$ cat src/hdl/erx_macros.svh
/* Link receive parameters
   Packet geometry, link id and burst addressing constants */
`ifndef ERX_MACROS_SVH
`define ERX_MACROS_SVH

// Packet width in bits
`define ERX_PW 104

// Bytes on the wire per packet
`define ERX_BYTES 13

// Id of this link, top 12 address bits
`define ERX_ID 12'h800

// Address group reserved for read responses
`define ERX_GROUP_RR 4'hd

// Address step between burst packets
`define ERX_STRIDE 8

`endif

$ cat src/hdl/erx_pkg.sv
/* Link receive types
   Address views, packet layout and packet classification */
package erx_pkg;

  // Field view of a destination address
  typedef struct packed {
    logic [11:0] id;
    logic [3:0]  group;
    logic [15:0] offset;
  } erx_addr_fields_t;

  // Same word, raw or decoded
  typedef union packed {
    logic [31:0]      raw;
    erx_addr_fields_t fields;
  } erx_addr_u;

  // Wire byte 0 lands in srcaddr[31:24]
  typedef struct packed {
    logic [31:0] srcaddr;
    logic [31:0] data;
    erx_addr_u   dstaddr;
    logic [7:0]  ctrl;
  } erx_packet_t;

  typedef enum logic [1:0] {KIND_RDWR, KIND_RR, KIND_TEST} erx_kind_t;

endpackage

$ cat src/hdl/erx_pkt_if.sv
/* Packet link between receive stages
   Valid/ready handshake carrying a packet, burst flag and kind */
interface erx_pkt_if import erx_pkg::*; ();

  logic        valid;
  logic        ready;
  logic        burst;
  erx_kind_t   kind;
  erx_packet_t packet;

  // Producer side
  modport src (output valid, burst, kind, packet, input ready);

  // Consumer side
  modport dst (input valid, burst, kind, packet, output ready);

endinterface

$ cat src/hdl/erx_deframer.sv
/* Link deframer
   Shifts framed bytes into packets and flags burst continuation */
`include "erx_macros.svh"

module erx_deframer import erx_pkg::*; (
  input  logic       clk,
  input  logic       reset,
  input  logic [7:0] rx_byte,
  input  logic       rx_frame,
  input  logic       rx_byte_valid,
  output logic       rx_ready,
  erx_pkt_if.src     out
);

  logic [`ERX_PW-1:0] shift_q;
  logic [3:0]         count_q;
  logic               cont_q;
  logic               valid_q;
  logic               burst_q;
  logic               take;
  logic               last_byte;

  // Sender holds off while a packet is parked
  assign rx_ready  = ~valid_q;
  assign take      = rx_byte_valid & rx_ready;
  assign last_byte = take & (count_q == 4'(`ERX_BYTES - 1));

  // Payload path, byte 0 ends up on top
  always_ff @(posedge clk)
  begin
    if (take)
      shift_q <= {shift_q[`ERX_PW-9:0], rx_byte};
    // Burst flag frozen with the packet
    if (last_byte)
      burst_q <= cont_q;
  end

  always_ff @(posedge clk or posedge reset)
  begin
    if (reset)
    begin
      count_q <= '0;
      valid_q <= 1'b0;
      cont_q  <= 1'b0;
    end
    else
    begin
      // Byte counter wraps at packet end
      if (last_byte)
        count_q <= '0;
      else if (take)
        count_q <= count_q + 4'd1;

      // Packet held until the protocol stage takes it
      if (last_byte)
        valid_q <= 1'b1;
      else if (out.ready)
        valid_q <= 1'b0;

      // Any frame drop breaks the burst chain
      if (~rx_frame)
        cont_q <= 1'b0;
      else if (last_byte)
        cont_q <= 1'b1;
    end
  end

  assign out.valid  = valid_q;
  assign out.burst  = burst_q;
  assign out.packet = erx_packet_t'(shift_q);
  // Not classified yet
  assign out.kind   = KIND_RDWR;

endmodule

$ cat src/hdl/erx_protocol.sv
/* Receive protocol stage
   Burst address generation, read response detection and classification */
`include "erx_macros.svh"

module erx_protocol import erx_pkg::*; (
  input  logic   clk,
  input  logic   reset,
  input  logic   test_mode,
  erx_pkt_if.dst in,
  erx_pkt_if.src out
);

  erx_addr_u   addr_q;
  erx_addr_u   addr_sel;
  erx_packet_t pkt_next;
  logic        accept;
  logic        read_response;
  logic        valid_q;

  // Room when empty or draining this cycle
  assign in.ready = ~valid_q | out.ready;
  assign accept   = in.valid & in.ready;

  // Burst packets ignore their own address
  assign addr_sel.raw = in.burst ? addr_q.raw + 32'(`ERX_STRIDE) : in.packet.dstaddr.raw;

  // Response check on the selected address
  assign read_response = (addr_sel.fields.id == `ERX_ID) &
                         (addr_sel.fields.group == `ERX_GROUP_RR);

  always_comb
  begin
    pkt_next         = in.packet;
    pkt_next.dstaddr = addr_sel;
  end

  // Address and payload registers
  always_ff @(posedge clk)
  begin
    if (accept)
    begin
      addr_q     <= addr_sel;
      out.packet <= pkt_next;
      if (read_response)
        out.kind <= KIND_RR;
      else
        out.kind <= test_mode ? KIND_TEST : KIND_RDWR;
    end
  end

  // Test mode swallows read responses
  always_ff @(posedge clk or posedge reset)
  begin
    if (reset)
      valid_q <= 1'b0;
    else if (accept)
      valid_q <= ~(test_mode & read_response);
    else if (out.ready)
      valid_q <= 1'b0;
  end

  assign out.valid = valid_q;
  assign out.burst = 1'b0;

endmodule

$ cat src/hdl/erx_dispatch.sv
/* Packet dispatcher
   Routes classified packets to request, response or test sink */
module erx_dispatch import erx_pkg::*; (
  erx_pkt_if.dst      in,
  output logic        req_valid,
  input  logic        req_ready,
  output erx_packet_t req_packet,
  output logic        rr_valid,
  input  logic        rr_ready,
  output erx_packet_t rr_packet,
  output logic        test_valid,
  output logic [31:0] test_data
);

  // One valid per kind
  assign req_valid  = in.valid & (in.kind == KIND_RDWR);
  assign rr_valid   = in.valid & (in.kind == KIND_RR);
  assign test_valid = in.valid & (in.kind == KIND_TEST);

  // Same payload on both ports, only valid differs
  assign req_packet = in.packet;
  assign rr_packet  = in.packet;

  // Sink folds only the data word
  assign test_data  = in.packet.data;

  // Stall follows the selected port only
  always_comb
  begin
    case (in.kind)
      KIND_RDWR:
        in.ready = req_ready;
      KIND_RR:
        in.ready = rr_ready;
      default:
        // Test sink never stalls
        in.ready = 1'b1;
    endcase
  end

endmodule

$ cat src/hdl/erx_test_sink.sv
/* Test packet sink
   Counts test packets and keeps a rotate-xor data signature */
module erx_test_sink (
  input  logic        clk,
  input  logic        reset,
  input  logic        test_valid,
  input  logic [31:0] test_data,
  output logic [15:0] test_count,
  output logic [31:0] test_signature
);

  logic [31:0] sig_next;

  // Rotate left one bit then fold in data
  assign sig_next = {test_signature[30:0], test_signature[31]} ^ test_data;

  always_ff @(posedge clk or posedge reset)
  begin
    if (reset)
    begin
      test_count     <= '0;
      test_signature <= '0;
    end
    else if (test_valid)
    begin
      // Count wraps silently
      test_count     <= test_count + 16'd1;
      test_signature <= sig_next;
    end
  end

endmodule

$ cat src/hdl/erx_top.sv
/* Link receive protocol top
   Deframer, protocol stage, dispatcher and test sink */
module erx_top import erx_pkg::*; (
  input  logic        clk,
  input  logic        reset,
  input  logic        test_mode,
  input  logic [7:0]  rx_byte,
  input  logic        rx_frame,
  input  logic        rx_byte_valid,
  output logic        rx_ready,
  output logic        req_valid,
  input  logic        req_ready,
  output erx_packet_t req_packet,
  output logic        rr_valid,
  input  logic        rr_ready,
  output erx_packet_t rr_packet,
  output logic [15:0] test_count,
  output logic [31:0] test_signature
);

  logic        test_valid;
  logic [31:0] test_data;

  // Deframer to protocol, then protocol to dispatcher
  erx_pkt_if deframe_link ();
  erx_pkt_if class_link ();

  erx_deframer u_deframer (
    .clk           (clk),
    .reset         (reset),
    .rx_byte       (rx_byte),
    .rx_frame      (rx_frame),
    .rx_byte_valid (rx_byte_valid),
    .rx_ready      (rx_ready),
    .out           (deframe_link.src)
  );

  erx_protocol u_protocol (
    .clk       (clk),
    .reset     (reset),
    .test_mode (test_mode),
    .in        (deframe_link.dst),
    .out       (class_link.src)
  );

  erx_dispatch u_dispatch (
    .in         (class_link.dst),
    .req_valid  (req_valid),
    .req_ready  (req_ready),
    .req_packet (req_packet),
    .rr_valid   (rr_valid),
    .rr_ready   (rr_ready),
    .rr_packet  (rr_packet),
    .test_valid (test_valid),
    .test_data  (test_data)
  );

  erx_test_sink u_test_sink (
    .clk            (clk),
    .reset          (reset),
    .test_valid     (test_valid),
    .test_data      (test_data),
    .test_count     (test_count),
    .test_signature (test_signature)
  );

endmodule

$ cat config.mk
export PLATFORM = sky130hd
export DESIGN_NAME = erx_top
export DESIGN_NICKNAME = d
export VERILOG_FILES = /design/src/hdl/erx_pkg.sv /design/src/hdl/erx_pkt_if.sv /design/src/hdl/erx_deframer.sv /design/src/hdl/erx_protocol.sv /design/src/hdl/erx_dispatch.sv /design/src/hdl/erx_test_sink.sv /design/src/hdl/erx_top.sv
export VERILOG_INCLUDE_DIRS = /design/src /design/src/hdl
export SDC_FILE = /design/constraint.sdc
export NUM_CORES = 1
export LEC_CHECK = 0
export CORE_MARGIN = 5
export CORE_UTILIZATION = 50
export DETAILED_ROUTE_END_ITERATION = 16
export DONT_BUFFER_PORTS = 1
export GPL_TIMING_DRIVEN = 0
export HOLD_SLACK_MARGIN = 0.05
export PLACE_DENSITY_LB_ADDON = 0.05
export SLEW_MARGIN = 5
export SYNTH_ARGS = -nofsm -noshare
export SYNTH_HDL_FRONTEND = slang
export SYNTH_SLANG_ARGS = --single-unit
$ cat constraint.sdc
create_clock -name clk -period 8 [get_ports clk]
set_clock_uncertainty 0.1 [all_clocks]
set_input_delay 0.4 -clock clk [delete_from_list [all_inputs] [get_ports clk]]
set_output_delay 0.4 -clock clk [all_outputs]
set_load 0.01 [all_outputs]
Yosys cells after proc, flatten, opt, wreduce, memory -nomap -nowiden:

Cells that the tools add are included.

* register bits after elaboration: 266
* input bits: 15
* logic and storage cells: 50

* $add $sub $neg: 3
* equality and inequality tests: 6
* muxes and demuxes: 11
* bitwise operators: 13
* reduce and logical (&&, ||, !) cells: 4

Operator list (count)
* adder 32 x 4 -> 32 bit (second input constant): 1
* 2-to-1 mux 32 bit: 1
* bitwise XOR 32 bit: 1
* adder 16 x 1 -> 16 bit (second input constant): 1
* == test 12 bit (second input constant): 1
* bitwise AND 1 bit: 8
* == test 4 bit (second input constant): 2
* 2-to-1 mux 4 bit: 2
* 2-to-1 mux 1 bit: 6
* nonzero test 2 bit: 3
* adder 4 x 1 -> 4 bit (second input constant): 1
* inverter 1 bit: 3
* == test 2 x 1 -> 1 bit (second input constant): 1
* == test 2 bit (second input constant): 1
* zero test 2 bit: 1
* 2-to-1 mux 2 bit: 1
* != test 2 x 1 -> 1 bit (second input constant): 1
* case mux 1 bit (2 select lines): 1
* bitwise OR 1 bit: 1

Logic depth before layout (Yosys ltp):

* depth after elaboration: 7
* depth in mapped cells: 8
* mapped depth without buffers: 8

Cells and area by module:

A second synthesis with hierarchy kept.

* cells, all modules: 880
* area, all modules: 11883.9 µm²

Modules (own cells, without submodules)
* erx_protocol: instances 1, cells an instance 300, area an instance 4421.7 µm²
* erx_deframer: instances 1, cells an instance 138, area an instance 3499.6 µm²
* erx_test_sink: instances 1, cells an instance 197, area an instance 2118.3 µm²
* erx_dispatch: instances 1, cells an instance 245, area an instance 1844.3 µm²

Worst setup path after synthesis:

OpenSTA, ideal clock, no wires.

* kind: reg-to-reg
* from: register u_protocol.valid_q (netlist: u_protocol.out.valid)
* to: register u_protocol.out.kind[0] (enable)
* arrival time: 4981 ps
* path slack: 2353 ps
* stages on the path, launching flop included: 4
* clock period less this slack: 5647 ps
* cells stage by stage: dfrtp_1 -> or3b_2 -> o22ai_1 -> nor2_1

* longest elaborated chain between the ends: 3

RTL lines
* from (decl): RTL line erx_protocol.sv:18 `logic valid_q;`
* from (signal assigned): RTL line erx_protocol.sv:57 `valid_q <= ~(test_mode & read_response);`
* inverter 1 bit: RTL line erx_protocol.sv:21 `assign in.ready = ~valid_q | out.ready;`
* bitwise OR 1 bit: RTL line erx_protocol.sv:21
* bitwise AND 1 bit: RTL line erx_protocol.sv:22 `assign accept = in.valid & in.ready;`
* named net u_protocol.accept: RTL line erx_protocol.sv:16 `logic accept;`
* to (signal assigned): RTL line erx_protocol.sv:47 `out.kind <= test_mode ? KIND_TEST : KIND_RDWR;`
* to (decl): RTL line erx_pkt_if.sv:12 `modport src (output valid, burst, kind, packet, input ready);`

The timed path passes the listed nets, and every way through them passes these cells.
A chain may end at the register's enable or synchronous reset.

==> flow_metrics.env <==
export IMPL_insertion_delay_ns=0.53
export IMPL_vias=5867
export IMPL_yosysUniqueCellTypes=56
export IMPL_drv_cap=0
export IMPL_p_leak_uw=0.00453
export IMPL_grt_max_degree=93
export IMPL_start_util_pct=51.0
export IMPL_slew_violations=0
export IMPL_num_io_pins=274
export IMPL_drt_wirelength_per_cell_um=21.7
export IMPL_dp_hpwl_um=17000
export IMPL_finalHoldViolCount=0
export IMPL_gp_congestion=0.825
export IMPL_syn_area_per_cell_um2=14.5
export IMPL_start_kind="flop"
export IMPL_clockBufferDepth=3
export IMPL_via_per_inst=5.39
export IMPL_area_growth_pct=13.7
export IMPL_grt_ovfl_total=0
export IMPL_worstPathArrival_ns=4.05
export IMPL_fillCellCount=1682
export IMPL_synth_edf_count=211
export IMPL_cts_buffers=27
export IMPL_drt_initial_drc_count=402
export IMPL_critPathKind="flop to flop"
export IMPL_dieArea_um2=24500
export IMPL_drt_total_wl_um=23600
export IMPL_synth_seq_cells=266
export IMPL_finalSetupViolations=0
export IMPL_grt_use_total_pct=18.6
export IMPL_grt_pass1_wl_um=35600
export IMPL_timing_final_crit_share_pct=46.7
export IMPL_syn_inst=744
export IMPL_whs_ns=0.130
export IMPL_drt_pass1_iter_count=4
export IMPL_grt_pass1_vias=6294
export IMPL_ant_nets=0
export IMPL_max_freq_mhz=268
export IMPL_fin_cells=1088
export IMPL_period_needed_ns=3.74
export IMPL_cts_max_level=1
export IMPL_cp_required_ns=8.31
export IMPL_maxSlewHeadroom_pct=51.1
export IMPL_diodes=0
export IMPL_port_buffers=0
export IMPL_core_area_um2=21100
export IMPL_drcViolationCount=0
export IMPL_endpoint_kind="flop"
export IMPL_status="completed"
export IMPL_cts_root_buf="clkbuf_16"
export IMPL_rsz0062_at_grt="no"
export IMPL_powerDensity_nw_per_um2=277
export IMPL_die_w_um=157
export IMPL_seq_area_um2=7710
export IMPL_final_net_count=812
export IMPL_peakVddDrop_mv=0.151
export IMPL_async_flop_share_pct=20.7
export IMPL_cts_tree="yes"
export IMPL_fp_dieH_um=157
export IMPL_antenna_found_initial=0
export IMPL_drive_gt1_share_pct=20.8
export IMPL_crit_fanout=9
export IMPL_clk_pin_slew_ns=0.06
export IMPL_cts_sinks=266
export IMPL_min_path_type="primary input to flop"
export IMPL_syn_num_nets=763
export IMPL_num_rows=53
export IMPL_tightest_slew_ns=0.726
export IMPL_syn_cell_area_um2=10800
export IMPL_cts_resized_gates=0
export IMPL_synth_warnings=0
export IMPL_multi_input_area_um2=2150
export IMPL_seq_area_frac_synth_pct=71.7
export IMPL_synthFlopType="edfxtp_1"
export IMPL_dp_cells=1025
[worst max-delay path, stage by stage, from the launching register on]
cell	delay (ns)
edfxtp_1	0.49
ha_1	0.27
nand4_1	0.28
nor4_4	0.52
mux2_2	0.41
nor3_1	0.23
nand4_1	0.14
nor4b_2	0.46
a31oi_1	0.15
dlygate4sd3_1	0.57
[placed cells by master (no fill, tap or decap), types with 2 or more instances in the layout]
master,count
ha_1,4
buf_16,2
and2_1,3
buf_1,4
mux2i_1,4
buf_4,104
nor2_1,39
nor2b_1,6
nand2b_1,5
nor4_1,6
dlygate4sd3_1,14
xor2_1,14
clkinvlp_4,4
clkbuf_1,14
clkinv_2,3
edfxtp_1,211
o41ai_1,2
nand3b_1,4
clkinv_1,8
and4_1,3
mux2_2,3
nand2_1,59
and3_1,6
o21a_1,2
or2_2,2
clkbuf_16,27
bufinv_16,2
a31oi_1,4
nor3_1,8
inv_1,13
nand3_1,16
o22ai_1,2
o21ai_0,42
nand4b_1,2
nand4_1,14
buf_12,4
xnor2_1,50
dfrtp_1,55
a21oi_1,19
[layer usage]
layer	share of wire, %	up-vias	GRT usage (%)
met5	0	-	0
met4	2.4	0	5.70
met3	7.8	42	5.06
met2	52	237	33.6
met1	37	2914	21.7
li1	-	2674	-
[worst paths after layout]
kind                                                 start                             end  slack (ns)  depth (start not counted)
worst max-delay path             u_protocol.out.packet[11]            u_protocol.out.valid        4.26                          9
worst min-delay path                         rx_byte_valid            u_deframer.out.valid        0.13                          2
worst max register to register   u_protocol.out.packet[11]            u_protocol.out.valid        4.26                          9
worst min register to register  u_deframer.out.packet[103]      u_protocol.out.packet[103]        0.32                          0
max in group asynchronous                            reset  u_test_sink.test_signature[17]        6.88                          3
min in group asynchronous                            reset      u_test_sink.test_count[11]        0.32                          2
[cell type report]
class / count / area share (%)
tap: 275 / 2.81
sequential: 266 / 63.1
clock buffer: 32 / 5.76
timing repair buffer: 20 / 2.25
buffer: 119 / 6.91
clock inverter: 17 / 1.11
inverter: 15 / 0.501
multi-input combinational: 344 / 17.6
[kinds of logic after synthesis]
logic type	count (synthesis)	synth area share (%)
xor+xnor	64	5.21
simple gates	186	9.04
flops	266	71.7
compound gates	83	4.51
fa+ha+maj	4	0.465
mux	7	0.686
buf+inv	134	8.38
[cells in the mapped netlist (2+ instances only)]
cell / count / area [µm²]
edfxtp_1: 211 / 6340
buf_4: 104 / 781
nand2_1: 59 / 221
dfrtp_1: 55 / 1380
xnor2_1: 50 / 438
o21ai_0: 42 / 210
nor2_1: 40 / 150
a21oi_1: 19 / 95.1
nand3_1: 16 / 80.1
inv_1: 15 / 56.3
nand4_1: 14 / 87.6
xor2_1: 14 / 123
clkbuf_1: 10 / 37.5
nor3_1: 8 / 40.0
and3_1: 6 / 37.5
nor2b_1: 6 / 37.5
nor4_1: 6 / 37.5
nand2b_1: 5 / 31.3
a31oi_1: 4 / 25.0
buf_1: 4 / 15.0
ha_1: 4 / 50.1
mux2i_1: 4 / 40.0
nand3b_1: 4 / 30.0
and2_1: 3 / 18.8
and4_1: 3 / 26.3
mux2_2: 3 / 33.8
nand4b_1: 2 / 17.5
o21a_1: 2 / 15.0
o22ai_1: 2 / 12.5
o41ai_1: 2 / 17.5
or2_2: 2 / 12.5
[through the flow]
step                      instance area [µm²]  setup WS (ns)  setup TNS, ns  total power [µW]  util (%)
after global routing                    12200           4.17              0              3540      58.0
after CTS                               12200           4.31              0              3430      58.0
after global placement                  11100         -0.369         -37.08              2210      52.6
final                                   12200           4.26              0              3380      58.0
after detailed placement                11200           4.78              0              2230      53.3
after floorplan                         10800           2.35              0              2080         -
[sequential cells by signal, indices dropped and copies added, names as in the netlist]
name                        cells
u_deframer.count_q              4
u_protocol.out.packet         104
u_protocol.out.kind             2
u_deframer.out.packet         104
u_deframer.cont_q               1
u_deframer.out.burst            1
u_protocol.out.valid            1
u_deframer.out.valid            1
u_test_sink.test_signature     32
u_test_sink.test_count         16
[power breakdown]
group	internal, µW	switching [µW]
Clock	690	502
Combinational	137	152
Sequential	1680	225
[repair_timing]
action                                 in CTS  in global routing
buffers inserted                            0                  0
endpoints found under the hold margin      36                  0
hold buffers                               14                  0
Note: power is estimated with default switching activity, not from simulation.
